### config.mk
export PLATFORM = sky130hd
export DESIGN_NAME = adpcma_drv
export DESIGN_NICKNAME = d
export VERILOG_FILES = /design/src/source/adpcma_pkg.sv /design/src/source/adpcma_addr_cnt.sv /design/src/source/adpcma_decoder.sv /design/src/source/adpcma_gain.sv /design/src/source/adpcma_mixer.sv /design/src/source/adpcma_drv.sv
export SDC_FILE = /design/constraint.sdc
export NUM_CORES = 1
export LEC_CHECK = 0
export BUFFER_PORTS_ARGS = -buffer_cell sky130_fd_sc_hd__buf_2
export CELL_PAD_IN_SITES_DETAIL_PLACEMENT = 1
export CELL_PAD_IN_SITES_GLOBAL_PLACEMENT = 1
export CORE_MARGIN = 2
export CORE_UTILIZATION = 45
export DETAILED_ROUTE_END_ITERATION = 8
export GPL_ROUTABILITY_DRIVEN = 0
export GPL_TIMING_DRIVEN = 0
export MAX_ROUTING_LAYER = met4
export PLACE_DENSITY = 0.79
export SLEW_MARGIN = 20
export SYNTH_ARGS = -nofsm -noshare
export SYNTH_HDL_FRONTEND = slang
export SYNTH_SLANG_ARGS = --single-unit
### constraint.sdc
create_clock -name clk -period 16.2 [get_ports clk]
set_input_delay 3.24 -clock clk [delete_from_list [all_inputs] [get_ports clk]]
set_output_delay 3.24 -clock clk [all_outputs]
set_load 0.005 [all_outputs]
### src/source/adpcma_pkg.sv
/*
  ADPCM-A shared definitions
  widths, frame constants and the decoder and gain tables
  used across the six-channel playback block
*/
package adpcma_pkg;

    localparam int num_ch          = 6;
    localparam int slots_per_frame = 18;   // 6 channels x 3 phases

    typedef logic        [2:0]  ch_t;       // channel index
    typedef logic        [4:0]  slot_t;     // 0..17
    typedef logic        [15:0] page_t;     // 256-byte pages
    typedef logic        [19:0] rom_addr_t; // low byte address
    typedef logic        [3:0]  bank_t;     // high address
    typedef logic        [3:0]  nibble_t;
    typedef logic signed [11:0] dec_t;      // decoder output
    typedef logic signed [15:0] pcm_t;
    typedef logic        [5:0]  step_idx_t; // 0..48
    typedef logic        [6:0]  atten_t;

    // step sizes, roughly 1.1x per entry
    localparam logic [10:0] step_table [49] = '{
        11'd16,   11'd17,   11'd19,   11'd21,   11'd23,   11'd25,   11'd28,
        11'd31,   11'd34,   11'd37,   11'd41,   11'd45,   11'd50,   11'd55,
        11'd60,   11'd66,   11'd73,   11'd80,   11'd88,   11'd97,   11'd107,
        11'd118,  11'd130,  11'd143,  11'd157,  11'd173,  11'd190,  11'd209,
        11'd230,  11'd253,  11'd279,  11'd307,  11'd337,  11'd371,  11'd408,
        11'd449,  11'd494,  11'd544,  11'd598,  11'd658,  11'd724,  11'd796,
        11'd876,  11'd963,  11'd1060, 11'd1166, 11'd1282, 11'd1411, 11'd1552
    };

    // index step per magnitude code
    localparam logic signed [3:0] index_adj [8] = '{
        -4'sd1, -4'sd1, -4'sd1, -4'sd1, 4'sd2, 4'sd5, 4'sd7, 4'sd9
    };

    // 2^(-k/8) in 8-bit fixed point, one octave of attenuation
    localparam logic [7:0] gain_mant [8] = '{
        8'd255, 8'd235, 8'd215, 8'd197, 8'd181, 8'd166, 8'd152, 8'd140
    };

endpackage

### src/source/adpcma_addr_cnt.sv
/*
  ADPCM-A address counter
  per-channel start, end and current byte addresses, nibble select,
  run bits and end flags; one channel served per fetch slot
*/
module adpcma_addr_cnt import adpcma_pkg::*; (
    input  logic       clk,
    input  logic       rst_n,
    input  logic       cen_fetch,
    input  ch_t        ch,
    input  logic       wr_start,
    input  logic       wr_end,
    input  ch_t        wr_ch,
    input  page_t      wr_page,
    input  logic       key_on,
    input  logic       key_off,
    output rom_addr_t  addr,
    output bank_t      bank,
    output logic       roe_n,
    output logic       nib_sel,   // 0 high nibble, 1 low nibble
    output logic       chon,
    output logic [5:0] flags
);

    page_t             start_pg [num_ch];
    page_t             end_pg   [num_ch];
    logic [23:0]       cur      [num_ch];   // byte address
    logic [num_ch-1:0] sel;
    logic [num_ch-1:0] run;
    logic [23:0]       last_byte;
    logic              at_end;

    // register file writes, any clock
    always_ff @(posedge clk) begin
        if (wr_start && wr_ch < ch_t'(num_ch)) begin
            start_pg[wr_ch] <= wr_page;
        end
        if (wr_end && wr_ch < ch_t'(num_ch)) begin
            end_pg[wr_ch] <= wr_page;
        end
    end

    assign last_byte = {end_pg[ch], 8'hff};
    assign at_end    = sel[ch] && (cur[ch] == last_byte);   // low nibble of last byte

    // current address, steps after the low nibble
    always_ff @(posedge clk) begin
        if (cen_fetch) begin
            if (key_on) begin
                cur[ch] <= {start_pg[ch], 8'h00};
            end else if (!key_off && run[ch] && sel[ch] && !at_end) begin
                cur[ch] <= cur[ch] + 24'd1;
            end
        end
    end

    always_ff @(posedge clk or negedge rst_n) begin
        if (!rst_n) begin
            sel   <= '0;
            run   <= '0;
            flags <= '0;
        end else if (cen_fetch) begin
            if (key_on) begin
                sel[ch]   <= 1'b0;   // restart on high nibble
                run[ch]   <= 1'b1;
                flags[ch] <= 1'b0;
            end else if (key_off) begin
                run[ch] <= 1'b0;
            end else if (run[ch]) begin
                sel[ch] <= ~sel[ch];
                if (at_end) begin
                    run[ch]   <= 1'b0;   // sample done
                    flags[ch] <= 1'b1;
                end
            end
        end
    end

    // outputs follow the channel in service
    assign addr    = cur[ch][19:0];
    assign bank    = cur[ch][23:20];
    assign chon    = run[ch];
    assign roe_n   = ~run[ch];
    assign nib_sel = sel[ch];

endmodule

### src/source/adpcma_decoder.sv
/*
  ADPCM-A nibble decoder
  one shared datapath, per-channel 12-bit accumulator and step index,
  updated in the channel's decode slot
*/
module adpcma_decoder import adpcma_pkg::*; (
    input  logic    clk,
    input  logic    rst_n,
    input  logic    cen_dec,
    input  ch_t     ch,
    input  logic    chon,
    input  logic    ch_reset,   // key-on restart
    input  nibble_t nibble,
    output dec_t    sample
);

    dec_t              acc [num_ch];
    step_idx_t         idx [num_ch];
    logic [10:0]       step;
    logic [13:0]       prod;
    logic [11:0]       mag;
    dec_t              acc_nx;
    logic signed [7:0] idx_sum;
    step_idx_t         idx_nx;

    always_comb begin
        step = step_table[idx[ch]];
        // (2n+1) * step / 8, written as (n*step + step/2) / 4
        prod = 14'(step) * 14'(nibble[2:0]) + 14'(step >> 1);
        mag  = prod[13:2];
        if (nibble[3]) begin
            acc_nx = acc[ch] - dec_t'(mag);   // 12-bit wrap
        end else begin
            acc_nx = acc[ch] + dec_t'(mag);
        end
        idx_sum = signed'({2'b00, idx[ch]}) + index_adj[nibble[2:0]];
        if (idx_sum < 8'sd0) begin
            idx_nx = '0;
        end else if (idx_sum > 8'sd48) begin
            idx_nx = 6'd48;   // top of table
        end else begin
            idx_nx = idx_sum[5:0];
        end
    end

    always_ff @(posedge clk or negedge rst_n) begin
        if (!rst_n) begin
            for (int i = 0; i < num_ch; i++) begin
                acc[i] <= '0;
                idx[i] <= '0;
            end
        end else if (cen_dec) begin
            if (ch_reset) begin
                acc[ch] <= '0;
                idx[ch] <= '0;
            end else if (chon) begin
                acc[ch] <= acc_nx;
                idx[ch] <= idx_nx;
            end
            // stopped channel keeps its last value
        end
    end

    assign sample = acc[ch];   // valid from the gain slot on

endmodule

### src/source/adpcma_gain.sv
/*
  ADPCM-A level and pan
  stores the pan and level register of each channel and attenuates
  the decoded sample in 0.75 dB steps, left and right
*/
module adpcma_gain import adpcma_pkg::*; (
    input  logic       clk,
    input  logic       rst_n,
    input  logic       cen_gain,
    input  ch_t        ch,
    input  logic       wr_lracl,
    input  ch_t        wr_ch,
    input  logic [7:0] lracl,   // l, r, -, level[4:0]
    input  logic [5:0] atl,
    input  dec_t       sample_in,
    output pcm_t       out_l,
    output pcm_t       out_r
);

    logic [7:0]         lracl_mem [num_ch];
    logic [7:0]         cur_lracl;
    atten_t             atten;
    logic [8:0]         gain;
    pcm_t               sample16;
    logic signed [25:0] prod;
    pcm_t               scaled;

    // pan off and level zero after reset
    always_ff @(posedge clk or negedge rst_n) begin
        if (!rst_n) begin
            for (int i = 0; i < num_ch; i++) begin
                lracl_mem[i] <= '0;
            end
        end else if (wr_lracl && wr_ch < ch_t'(num_ch)) begin
            lracl_mem[wr_ch] <= lracl;
        end
    end

    always_comb begin
        cur_lracl = lracl_mem[ch];
        // total attenuation, 0 is loudest
        atten    = (7'd63 - {1'b0, atl}) + (7'd31 - {2'b00, cur_lracl[4:0]});
        gain     = {1'b0, gain_mant[atten[2:0]]} >> atten[6:3];   // octave shift
        sample16 = {sample_in, 4'b0000};
        prod     = sample16 * signed'({1'b0, gain});
        scaled   = prod[23:8];
    end

    // sample only valid on the gain strobe
    assign out_l = (cen_gain && cur_lracl[7]) ? scaled : '0;
    assign out_r = (cen_gain && cur_lracl[6]) ? scaled : '0;

endmodule

### src/source/adpcma_mixer.sv
/*
  ADPCM-A channel mixer
  sums the six channel samples of a frame, left and right,
  and updates the saturated outputs once per frame
*/
module adpcma_mixer import adpcma_pkg::*; (
    input  logic clk,
    input  logic rst_n,
    input  logic cen_acc,
    input  logic frame_end,   // level, slot 17
    input  pcm_t in_l,
    input  pcm_t in_r,
    output pcm_t pcm_l,
    output pcm_t pcm_r
);

    logic signed [18:0] acc_l, acc_r;
    logic signed [18:0] sum_l, sum_r;

    function automatic pcm_t sat16(input logic signed [18:0] v);
        if (v > 19'sd32767) begin
            return 16'sh7fff;
        end else if (v < -19'sd32768) begin
            return 16'sh8000;
        end
        return v[15:0];
    endfunction

    assign sum_l = acc_l + 19'(in_l);   // sign extended
    assign sum_r = acc_r + 19'(in_r);

    always_ff @(posedge clk or negedge rst_n) begin
        if (!rst_n) begin
            acc_l <= '0;
            acc_r <= '0;
            pcm_l <= '0;
            pcm_r <= '0;
        end else if (cen_acc) begin
            if (frame_end) begin
                pcm_l <= sat16(sum_l);
                pcm_r <= sat16(sum_r);
                acc_l <= '0;   // next frame starts clean
                acc_r <= '0;
            end else begin
                acc_l <= sum_l;
                acc_r <= sum_r;
            end
        end
    end

endmodule

### src/source/adpcma_drv.sv
/*
  ADPCM-A driver, six channels
  runs the 18-slot frame sequencer, captures register writes and key
  commands, selects the nibble from the fetched ROM byte and ties the
  address counter, decoder, gain and mixer together
*/
module adpcma_drv import adpcma_pkg::*; (
    input  logic        clk,
    input  logic        rst_n,
    input  logic        cen,
    output rom_addr_t   addr,
    output bank_t       bank,
    output logic        roe_n,
    input  logic [7:0]  data_in,
    input  logic [5:0]  atl,       // total level
    input  page_t       addr_in,
    input  logic [7:0]  lracl_in,
    input  ch_t         up_addr,
    input  logic        up_start,
    input  logic        up_end,
    input  logic        up_lracl,
    input  logic        aon_we,
    input  logic [7:0]  aon_cmd,   // bit 7 key off, bits 5:0 channel mask
    output logic [5:0]  flags,
    output pcm_t        pcm_l,
    output pcm_t        pcm_r
);

    slot_t       slot;
    ch_t         ch;
    logic [1:0]  phase;
    logic        fetch_ph;
    logic        cen_fetch, cen_dec, cen_gain;
    logic        frame_end;

    logic        wr_start, wr_end, wr_lracl;
    ch_t         wr_ch;
    page_t       wr_page;
    logic [7:0]  wr_lracl_data;

    logic [num_ch-1:0] on_pend, off_pend, fetch_mask;
    logic        key_on, key_off;

    logic        cnt_roe_n, nib_sel, chon;
    nibble_t     nibble_q;
    logic        chon_q, reset_q;
    dec_t        sample;
    pcm_t        gain_l, gain_r;

    // slot sequencer, one step per cen
    always_ff @(posedge clk or negedge rst_n) begin
        if (!rst_n) begin
            slot <= '0;
        end else if (cen) begin
            slot <= (slot == slot_t'(slots_per_frame - 1)) ? '0 : slot + 5'd1;
        end
    end

    assign ch        = ch_t'(slot / 5'd3);
    assign phase     = 2'(slot % 5'd3);
    assign fetch_ph  = (phase == 2'd0);
    assign cen_fetch = cen & fetch_ph;
    assign cen_dec   = cen & (phase == 2'd1);
    assign cen_gain  = cen & (phase == 2'd2);
    assign frame_end = (slot == slot_t'(slots_per_frame - 1));   // last slot

    // write strobes delayed one clock, data alongside
    always_ff @(posedge clk or negedge rst_n) begin
        if (!rst_n) begin
            wr_start <= 1'b0;
            wr_end   <= 1'b0;
            wr_lracl <= 1'b0;
        end else begin
            wr_start <= up_start;
            wr_end   <= up_end;
            wr_lracl <= up_lracl;
        end
    end

    always_ff @(posedge clk) begin
        wr_ch         <= up_addr;
        wr_page       <= addr_in;
        wr_lracl_data <= lracl_in;
    end

    // pending key commands, consumed at the channel's fetch slot
    assign fetch_mask = cen_fetch ? (num_ch'(1) << ch) : '0;

    always_ff @(posedge clk or negedge rst_n) begin
        if (!rst_n) begin
            on_pend  <= '0;
            off_pend <= '0;
        end else if (aon_we && aon_cmd[7]) begin
            off_pend <= (off_pend & ~fetch_mask) | aon_cmd[5:0];
            on_pend  <= on_pend & ~fetch_mask & ~aon_cmd[5:0];   // latest wins
        end else if (aon_we) begin
            on_pend  <= (on_pend & ~fetch_mask) | aon_cmd[5:0];
            off_pend <= off_pend & ~fetch_mask & ~aon_cmd[5:0];
        end else begin
            on_pend  <= on_pend & ~fetch_mask;
            off_pend <= off_pend & ~fetch_mask;
        end
    end

    assign key_on  = fetch_ph & on_pend[ch];
    assign key_off = fetch_ph & off_pend[ch];

    // ROM read only inside the fetch slot
    assign roe_n = cnt_roe_n | ~fetch_ph;

    // byte sampled at the end of the fetch slot, high nibble first
    always_ff @(posedge clk or negedge rst_n) begin
        if (!rst_n) begin
            nibble_q <= '0;
            chon_q   <= 1'b0;
            reset_q  <= 1'b0;
        end else if (cen_fetch) begin
            nibble_q <= chon ? (nib_sel ? data_in[3:0] : data_in[7:4]) : '0;
            chon_q   <= chon;
            reset_q  <= key_on;   // clears decoder state next slot
        end
    end

    adpcma_addr_cnt i_addr_cnt (
        .clk       ( clk       ),
        .rst_n     ( rst_n     ),
        .cen_fetch ( cen_fetch ),
        .ch        ( ch        ),
        .wr_start  ( wr_start  ),
        .wr_end    ( wr_end    ),
        .wr_ch     ( wr_ch     ),
        .wr_page   ( wr_page   ),
        .key_on    ( key_on    ),
        .key_off   ( key_off   ),
        .addr      ( addr      ),
        .bank      ( bank      ),
        .roe_n     ( cnt_roe_n ),
        .nib_sel   ( nib_sel   ),
        .chon      ( chon      ),
        .flags     ( flags     )
    );

    adpcma_decoder i_decoder (
        .clk      ( clk      ),
        .rst_n    ( rst_n    ),
        .cen_dec  ( cen_dec  ),
        .ch       ( ch       ),
        .chon     ( chon_q   ),
        .ch_reset ( reset_q  ),
        .nibble   ( nibble_q ),
        .sample   ( sample   )
    );

    adpcma_gain i_gain (
        .clk       ( clk           ),
        .rst_n     ( rst_n         ),
        .cen_gain  ( cen_gain      ),
        .ch        ( ch            ),
        .wr_lracl  ( wr_lracl      ),
        .wr_ch     ( wr_ch         ),
        .lracl     ( wr_lracl_data ),
        .atl       ( atl           ),
        .sample_in ( sample        ),
        .out_l     ( gain_l        ),
        .out_r     ( gain_r        )
    );

    adpcma_mixer i_mixer (
        .clk       ( clk       ),
        .rst_n     ( rst_n     ),
        .cen_acc   ( cen_gain  ),
        .frame_end ( frame_end ),
        .in_l      ( gain_l    ),
        .in_r      ( gain_r    ),
        .pcm_l     ( pcm_l     ),
        .pcm_r     ( pcm_r     )
    );

endmodule

# == After elaboration in Yosys (flattened, before gate mapping) ==
# Memory sizes are Yosys's and may differ from the RTL's.
# Index checks and enable logic that the tools add are counted.
# word_totals
regBits,297
ram_bits,336
romBits,800
output_inout_bits,63
wordCells,231
mem_count,6
# classes
add_sub_neg,11
mul,2
div_mod_pow,2
n_lt_le_gt_ge,16
eq_ne,5
n_shift,2
n_mux,91
bitwise_logic,33
n_reduce_logical,26
# mem_list
name,words,word_bits,read_ports,rd_ports_with_merged_regs,wr,line_no,rtl
(no name shown),64,11,1,0,0,adpcma_decoder.sv:27,step = step_table[idx[ch]];
i_addr_cnt.cur,6,24,1,0,1,adpcma_addr_cnt.sv:27,logic [23:0] cur [num_ch];
i_addr_cnt.end_pg,6,16,1,0,1,adpcma_addr_cnt.sv:26,page_t end_pg [num_ch];
i_addr_cnt.start_pg,6,16,1,0,1,adpcma_addr_cnt.sv:25,page_t start_pg [num_ch];
(no name shown),8,8,1,0,0,adpcma_gain.sv:43,"gain = {1'b0, gain_mant[atten[2:0]]} >> atten[6:3];"
(no name shown),8,4,1,0,0,adpcma_decoder.sv:36,"idx_sum = signed'({2'b00, idx[ch]}) + index_adj[nibble[2:0]];"
# op_table
operator,n
72-bit two-way mux,2
16-bit two-way mux,8
6-bit two-way mux,21
72-bit AND,1
72-bit bitwise mux,1
36-bit two-way mux,2
72-bit inverter,1
48-bit bitwise mux,1
12-bit two-way mux,4
6-bit AND,7
8-bit two-way mux,5
19-bit by 16-bit adder with 19-bit output,2
"19-bit by 16-bit > comparator with 1-bit output, second input constant",2
"19-bit by 16-bit less-than comparator with 1-bit output, second input constant",2
19-bit two-way mux,2
36-bit AND,1
12-bit binary-select mux with 3-bit select,1
36-bit bitwise mux,1
12-bit demux with 3-bit select,1
36-bit inverter,1
"24-bit by 1-bit adder with 24-bit output, second input constant",1
8-bit binary-select mux with 3-bit select,1
8-bit demux with 3-bit select,1
24-bit == test,1
other kinds (51),118

# == Depth between registers and ports, before layout ==
# logic_depth
word_depth,21
depth_mapped,67
mapped_depth_nobuf,56

# == Cells and area by module ==
# Synthesis repeated with hierarchy kept, for this count alone.
# hier_totals
cells_unflattened,3281
hier_area_um2,36737.7
# by_module_without_submodules
module,n_inst,cells_each,area_per_inst_um2,seq_area_each_um2
adpcma_addr_cnt,1,1034,15135.8,10540.1
adpcma_decoder,1,860,8154.1,2702.6
adpcma_gain,1,709,6483.7,1051.0
adpcma_mixer,1,451,4558.1,1751.7
adpcma_drv,1,227,2406.1,1191.1

# == Worst setup path before layout ==
# Ideal clock, no wire load.
# synth_timing
path_kind,register to register
from,register slot[0]
to,register i_mixer.pcm_r[10]
setup_time_ps,121
arrival_ps,14081
required_time_ps,16079
slack_ps,1998
path_stages_with_launch,61
path_cell_list,dfrtp_1 -> clkbuf_1 -> inv_1 -> ha_1 -> o211ai_1 -> a31oi_1 -> a21o_1 -> ha_1 -> a221oi_2 -> buf_4 -> o211a_1 -> buf_2 -> buf_2 -> buf_2 -> buf_2 -> buf_1 -> buf_1 -> mux2i_1 -> [... 25 more ...] -> and4_1 -> a21o_1 -> a41oi_1 -> xnor2_1 -> and2_1 -> ha_1 -> nand3_1 -> nand2_1 -> a41o_1 -> o41ai_1 -> o21ai_0 -> a31oi_1 -> nor4b_1 -> or4_4 -> a311o_1 -> a21oi_4 -> buf_6 -> a21oi_2
# synth_between
elab_chain_len,21
# synth_rtl
item,line_no,rtl
"start, declared",adpcma_drv.sv:29,slot_t slot;
"start signal, assigned",adpcma_drv.sv:55,slot <= (slot == slot_t'(slots_per_frame - 1)) ? '0 : slot + 5'd1;
5-bit by 2-bit divider with 5-bit output,adpcma_drv.sv:59,assign ch = ch_t'(slot / 5'd3);
3-bit inverter with 4-bit output (implied by the code),"adpcma_decoder.sv:64, adpcma_gain.sv:40",
8-bit binary-select mux with 3-bit select,adpcma_gain.sv:40,cur_lracl = lracl_mem[ch];
8-bit two-way mux (implied by the code) (2 in a row),adpcma_gain.sv:40,
5-bit by 5-bit subtractor with 6-bit output,adpcma_gain.sv:42,"atten = (7'd63 - {1'b0, atl}) + (7'd31 - {2'b00, cur_lracl[4:0]});"
7-bit adder,adpcma_gain.sv:42,
3-bit inverter with 4-bit output (implied by the code),adpcma_gain.sv:43,
memory 8 x 8 bit,--,
[... 4 more ...],--,
16-bit two-way mux,adpcma_gain.sv:51,assign out_r = (cen_gain && cur_lracl[6]) ? scaled : '0;
19-bit by 16-bit adder with 19-bit output,adpcma_mixer.sv:30,assign sum_r = acc_r + 19'(in_r);
19-bit by 16-bit less-than comparator with 1-bit output,adpcma_mixer.sv:23,end else if (v < -19'sd32768) begin
1-bit two-way mux,adpcma_mixer.sv:23,
1-bit two-way mux,adpcma_mixer.sv:21,if (v > 19'sd32767) begin
1-bit two-way mux,adpcma_mixer.sv:39,if (frame_end) begin
1-bit two-way mux,adpcma_mixer.sv:38,end else if (cen_acc) begin
16-bit two-way mux,adpcma_mixer.sv:26,return v[15:0];
"end signal, assigned",adpcma_mixer.sv:41,pcm_r <= sat16(sum_r);
"end, declared",adpcma_mixer.sv:14,output pcm_t pcm_r
# Several ways; a longest one is shown, not always the timed one. The select of a mux whose other input is x is not followed.
# A chain may end at the register's enable or synchronous reset.

# == Final worst setup path ==
# layout_timing
from,register slot[0]
to,register i_mixer.pcm_l[9]
# layout_between
elab_chain_len,21
# layout_rtl
item,line_no,rtl
5-bit by 2-bit divider with 5-bit output,adpcma_drv.sv:59,
3-bit inverter with 4-bit output (implied by the code),"adpcma_decoder.sv:64, adpcma_gain.sv:40",
8-bit binary-select mux with 3-bit select,adpcma_gain.sv:40,
8-bit two-way mux (implied by the code) (2 in a row),adpcma_gain.sv:40,
5-bit by 5-bit subtractor with 6-bit output,adpcma_gain.sv:42,
7-bit adder,adpcma_gain.sv:42,
3-bit inverter with 4-bit output (implied by the code),adpcma_gain.sv:43,
memory 8 x 8 bit,--,
[... 4 more ...],--,
16-bit two-way mux,adpcma_gain.sv:50,assign out_l = (cen_gain && cur_lracl[7]) ? scaled : '0;
19-bit by 16-bit adder with 19-bit output,adpcma_mixer.sv:29,assign sum_l = acc_l + 19'(in_l);
19-bit by 16-bit less-than comparator with 1-bit output,adpcma_mixer.sv:23,
1-bit two-way mux,adpcma_mixer.sv:23,
1-bit two-way mux,adpcma_mixer.sv:21,
1-bit two-way mux,adpcma_mixer.sv:39,
1-bit two-way mux,adpcma_mixer.sv:38,
16-bit two-way mux,adpcma_mixer.sv:26,
"end signal, assigned",adpcma_mixer.sv:40,pcm_l <= sat16(sum_l);
"end, declared",adpcma_mixer.sv:13,"output pcm_t pcm_l,"
# Several ways; a longest one is shown, not always the timed one. The select of a mux whose other input is x is not followed.

==> flow_metrics.tcl <==
set metrics [dict create \
    status "finished, final reports clean" \
    rsz0062_at_grt "no" \
    final.setup.worst_slack_ps 966 \
    path_buf_inv 14 \
    timing.final.crit_share_pct 94.0 \
    floorplan.die_area_sq_mm 0.0804 \
    transition_time_of_the_tightest_slew_check_pin_ps 1160 \
    syn-cell-area_sq_mm 0.0352 \
    post_route_cells_drive_above_1_share_pct 12.5 \
    startpoint_of_the_lowest_slack_hold_path "i_decoder.acc[23]" \
    yosys_register_bits 626 \
    worst-r2r-setup-slack_ps 970 \
    synthesis.nets 3598 \
    ys_seq_area_share_pct 48.9 \
    placementRows 102 \
    buffers_added_on_ports 116 \
    regToRegStartpoint "slot[0]" \
    yosys_warnings 0 \
    vias 27434 \
    hold_path.class "register to register" \
    synth.lib_cells_used.distinct 96 \
    areaGrowthSynthToFinish_pct 13.0 \
    detail_route.wl_per_cell_microns 23.9 \
    startpoint_type "register" \
    ios 119 \
    critical_path.max_fanout 19 \
    timing.critical_path.from "slot[0]" \
    clock_tree.buffer_depth 3 \
    die-height_microns 284 \
    crit_slowest_cell "sky130_fd_sc_hd__fa_1" \
    cts_buffers 66 \
    initial_core_util_pct 45.4 \
    crit_path_frequent_cell "sky130_fd_sc_hd__inv_1" \
    busiest_layer "met2" \
    routing_usage_on_met1_pct 35.7 \
    standard_cell_core_area_sq_mm 0.0775 \
    firstDrtPassIters 5 \
    drtAntennaViolNets 0 \
    number_of_enable_flip_flop_cells_after_synthesis 336 \
    clk_latency_ps 650 \
    ys_async_sr_fraction_pct 42.2 \
    grt_max_degree 98 \
    use_met2_pct 45.6 \
    routed_via_density 5.97 \
    fmax_achieved_ghz 0.0656 \
    place_hpwl_mm 80.0 \
    post_synth_inst_count 3311 \
    cpLargestDelayFamily "compound AO/OA/AOI/OAI gates" \
    clkSlewWorstSetupHoldPaths_ps 60 \
    report.final.slew_viol_count 0 \
    drt_drc_violations_left 0 \
    cts_num_sinks 626 \
    grt_pass1_wl_mm 169 \
    detailedRoute.firstIterationViolations 2057 \
    timing.max_cap.violations 0 \
    globalRouteTotalUtil_pct 27.8 \
    fillerInstances 8466 \
    first_global_vias 28756 \
    critPathKind "register to register" \
    met3_demand_to_capacity_share_in_global_routing_pct 3.59 \
    cts_tree "yes" \
    slew_headroom_pct 22.0 \
    finalClockSkew_ps 45.8 \
    critical_path_sink_type "register" \
    dpl_ws_ps -2180 \
    finalCriticalPeriod_ps 15230 \
    die_width_microns 284 \
    htree_levels 3 \
    cts_root_buf "sky130_fd_sc_hd__clkbuf_16" \
    wl_mm 110 \
    timing.critical_path.slowest_cell_delay_ps 540 \
    syn-mean-instance-area_sq_um 10.6 \
    antenna_violations_before_repair 3 \
    setup_viol_count_final 0 \
    globalRoute.totalOverflow 0 \
    hold_violations 0 \
    finalNetCount 3788 \
    cp_data_required_time_ps 16700 \
    arrival_time_reported_for_the_critical_path_endpoint_ps 15730 \
    synth-main-ff-cell "sky130_fd_sc_hd__edfxtp_1" \
    cts-hold-fix-buffers 0 \
]
-- cell usage in the layout, fill, tap and decap left out, drive strengths merged, types with 50 or more instances in the layout --
master	n
clkbuf	200
nand3	86
fa	99
a22o	71
nor2	167
nor3	50
ha	132
mux2	71
inv	196
o21ai	169
dfrtp	264
mux2i	77
xnor2	98
a21oi	192
edfxtp	336
nand2	488
buf	191
-- path summary, 6_finish.rpt --
| path | end | depth (start not counted) |
|---|---|---|
| min in group asynchronous | i_mixer.acc_l[12] | 1 |
| worst min register to register | i_decoder.acc[23] | 2 |
| worst min-delay path | i_decoder.acc[23] | 2 |
| worst max register to register | i_mixer.pcm_l[9] | 59 |
| worst max-delay path | i_mixer.pcm_l[9] | 59 |
| max in group asynchronous | i_gain.lracl_mem[19] | 3 |
-- layout make-up --
class / instances / area (sq um) / share of cell area (%)
multi-input cells: 2311 / 16700 / 42.1
inverters: 194 / 731 / 1.84
clock inverters: 31 / 313 / 0.787
diodes: 2 / 5.00 / 0.0126
clock buffers: 90 / 1830 / 4.61
well taps: 1040 / 1300 / 3.27
repair buffers: 136 / 877 / 2.21
plain buffers: 166 / 762 / 1.92
flip-flops and latches: 626 / 17200 / 43.3
-- cell usage after synthesis, drive strengths merged (27+ instances only) --
| cell type | n | share of area (%) |
|---|---|---|
| buf | 63 | 0.96 |
| a31oi | 33 | 0.59 |
| xnor2 | 98 | 2.5 |
| a22o | 71 | 1.8 |
| nand2b | 39 | 0.69 |
| clkbuf | 117 | 1.2 |
| nor2 | 167 | 1.8 |
| nor3 | 50 | 0.71 |
| nor2b | 32 | 0.58 |
| xor2 | 48 | 1.2 |
| o22ai | 35 | 0.62 |
| mux2i | 77 | 2.2 |
| nand2 | 488 | 5.2 |
| dfrtp | 264 | 19 |
| a21o | 35 | 0.75 |
| o211ai | 28 | 0.64 |
| nand3 | 86 | 1.3 |
| fa | 99 | 5.6 |
| o31ai | 28 | 0.61 |
| inv | 194 | 2.1 |
| and3 | 27 | 0.48 |
| o21ai | 169 | 2.4 |
| mux2 | 71 | 2.3 |
| edfxtp | 336 | 29 |
| ha | 132 | 4.7 |
| and2 | 49 | 0.87 |
| a21oi | 192 | 2.9 |
-- flip-flops by register name, summed over array words and instances (netlist names), 4 cells and up, named ones only --
signal / count
i_addr_cnt.cur: 144
i_gain.lracl_mem: 42
i_addr_cnt.end_pg: 96
i_decoder.acc: 72
nibble_q: 4
i_mixer.pcm_r: 16
i_mixer.pcm_l: 16
i_mixer.acc_r: 19
i_addr_cnt.sel: 6
on_pend: 6
off_pend: 6
wr_lracl_data: 7
slot: 5
i_mixer.acc_l: 19
i_decoder.idx: 36
i_addr_cnt.start_pg: 96
wr_page: 16
-- metal layers --
metal	vias to the layer above	wire length, microns
met4	0	3540
met1	13989	46000
met3	235	6800
met2	981	53700
met5	-	0
li1	12229	-
-- metrics by stage --
step / setup TNS [ps] / std cells / util, % / area (sq um) / hold slack, ps
after floorplan: 0 / 3311 / - / 35200 / 440
after global placement: -62080 / 4467 / 47.8 / 37100 / 451
after detailed placement: -76300 / 4486 / 48.3 / 37400 / 459
after CTS: 0 / 4600 / 51.2 / 39700 / 472
after global routing: 0 / 4596 / 51.3 / 39800 / 506
final: 0 / 4596 / 51.3 / 39800 / 469
-- timing repair --
action / CTS / global route
resized for setup: 28 / 33
cloned: 0 / 0
setup endpoints to repair: 47 / 38
buffers inserted: 0 / 1
pin swaps: 1 / 2
-- worst reg2reg max path: cells and delay by family, from the launching register on --
family                     cells  cell delay (ps)
buffers and inverters         14             2790
AOI/OAI and AO/OA             22             5450
DFF                            1              420
adders and majority gates     10             4020
muxes                          2              490
xor gates and xnor gates       2              490
and+or+nand+nor                9             1470
-- logic make-up (layout without fill, tap and decap cells) --
group                    Yosys count  count (layout)  synth area share, %
multiplexers                     148             148                 4.48
AND/OR/NAND/NOR                  985             985                 12.6
adder cells (fa/ha/maj)          233             233                 10.4
AO/OA/AOI/OAI                    799             799                 15.6
XOR/XNOR                         146             146                 3.70
buffers and inverters            374             617                 4.29
other                              0               2                    0
flip-flops                       626             626                 48.9
Power is left out: the tool's default activity adds up to more than one toggle a clock period on the data nets, which glitch-free logic cannot reach.
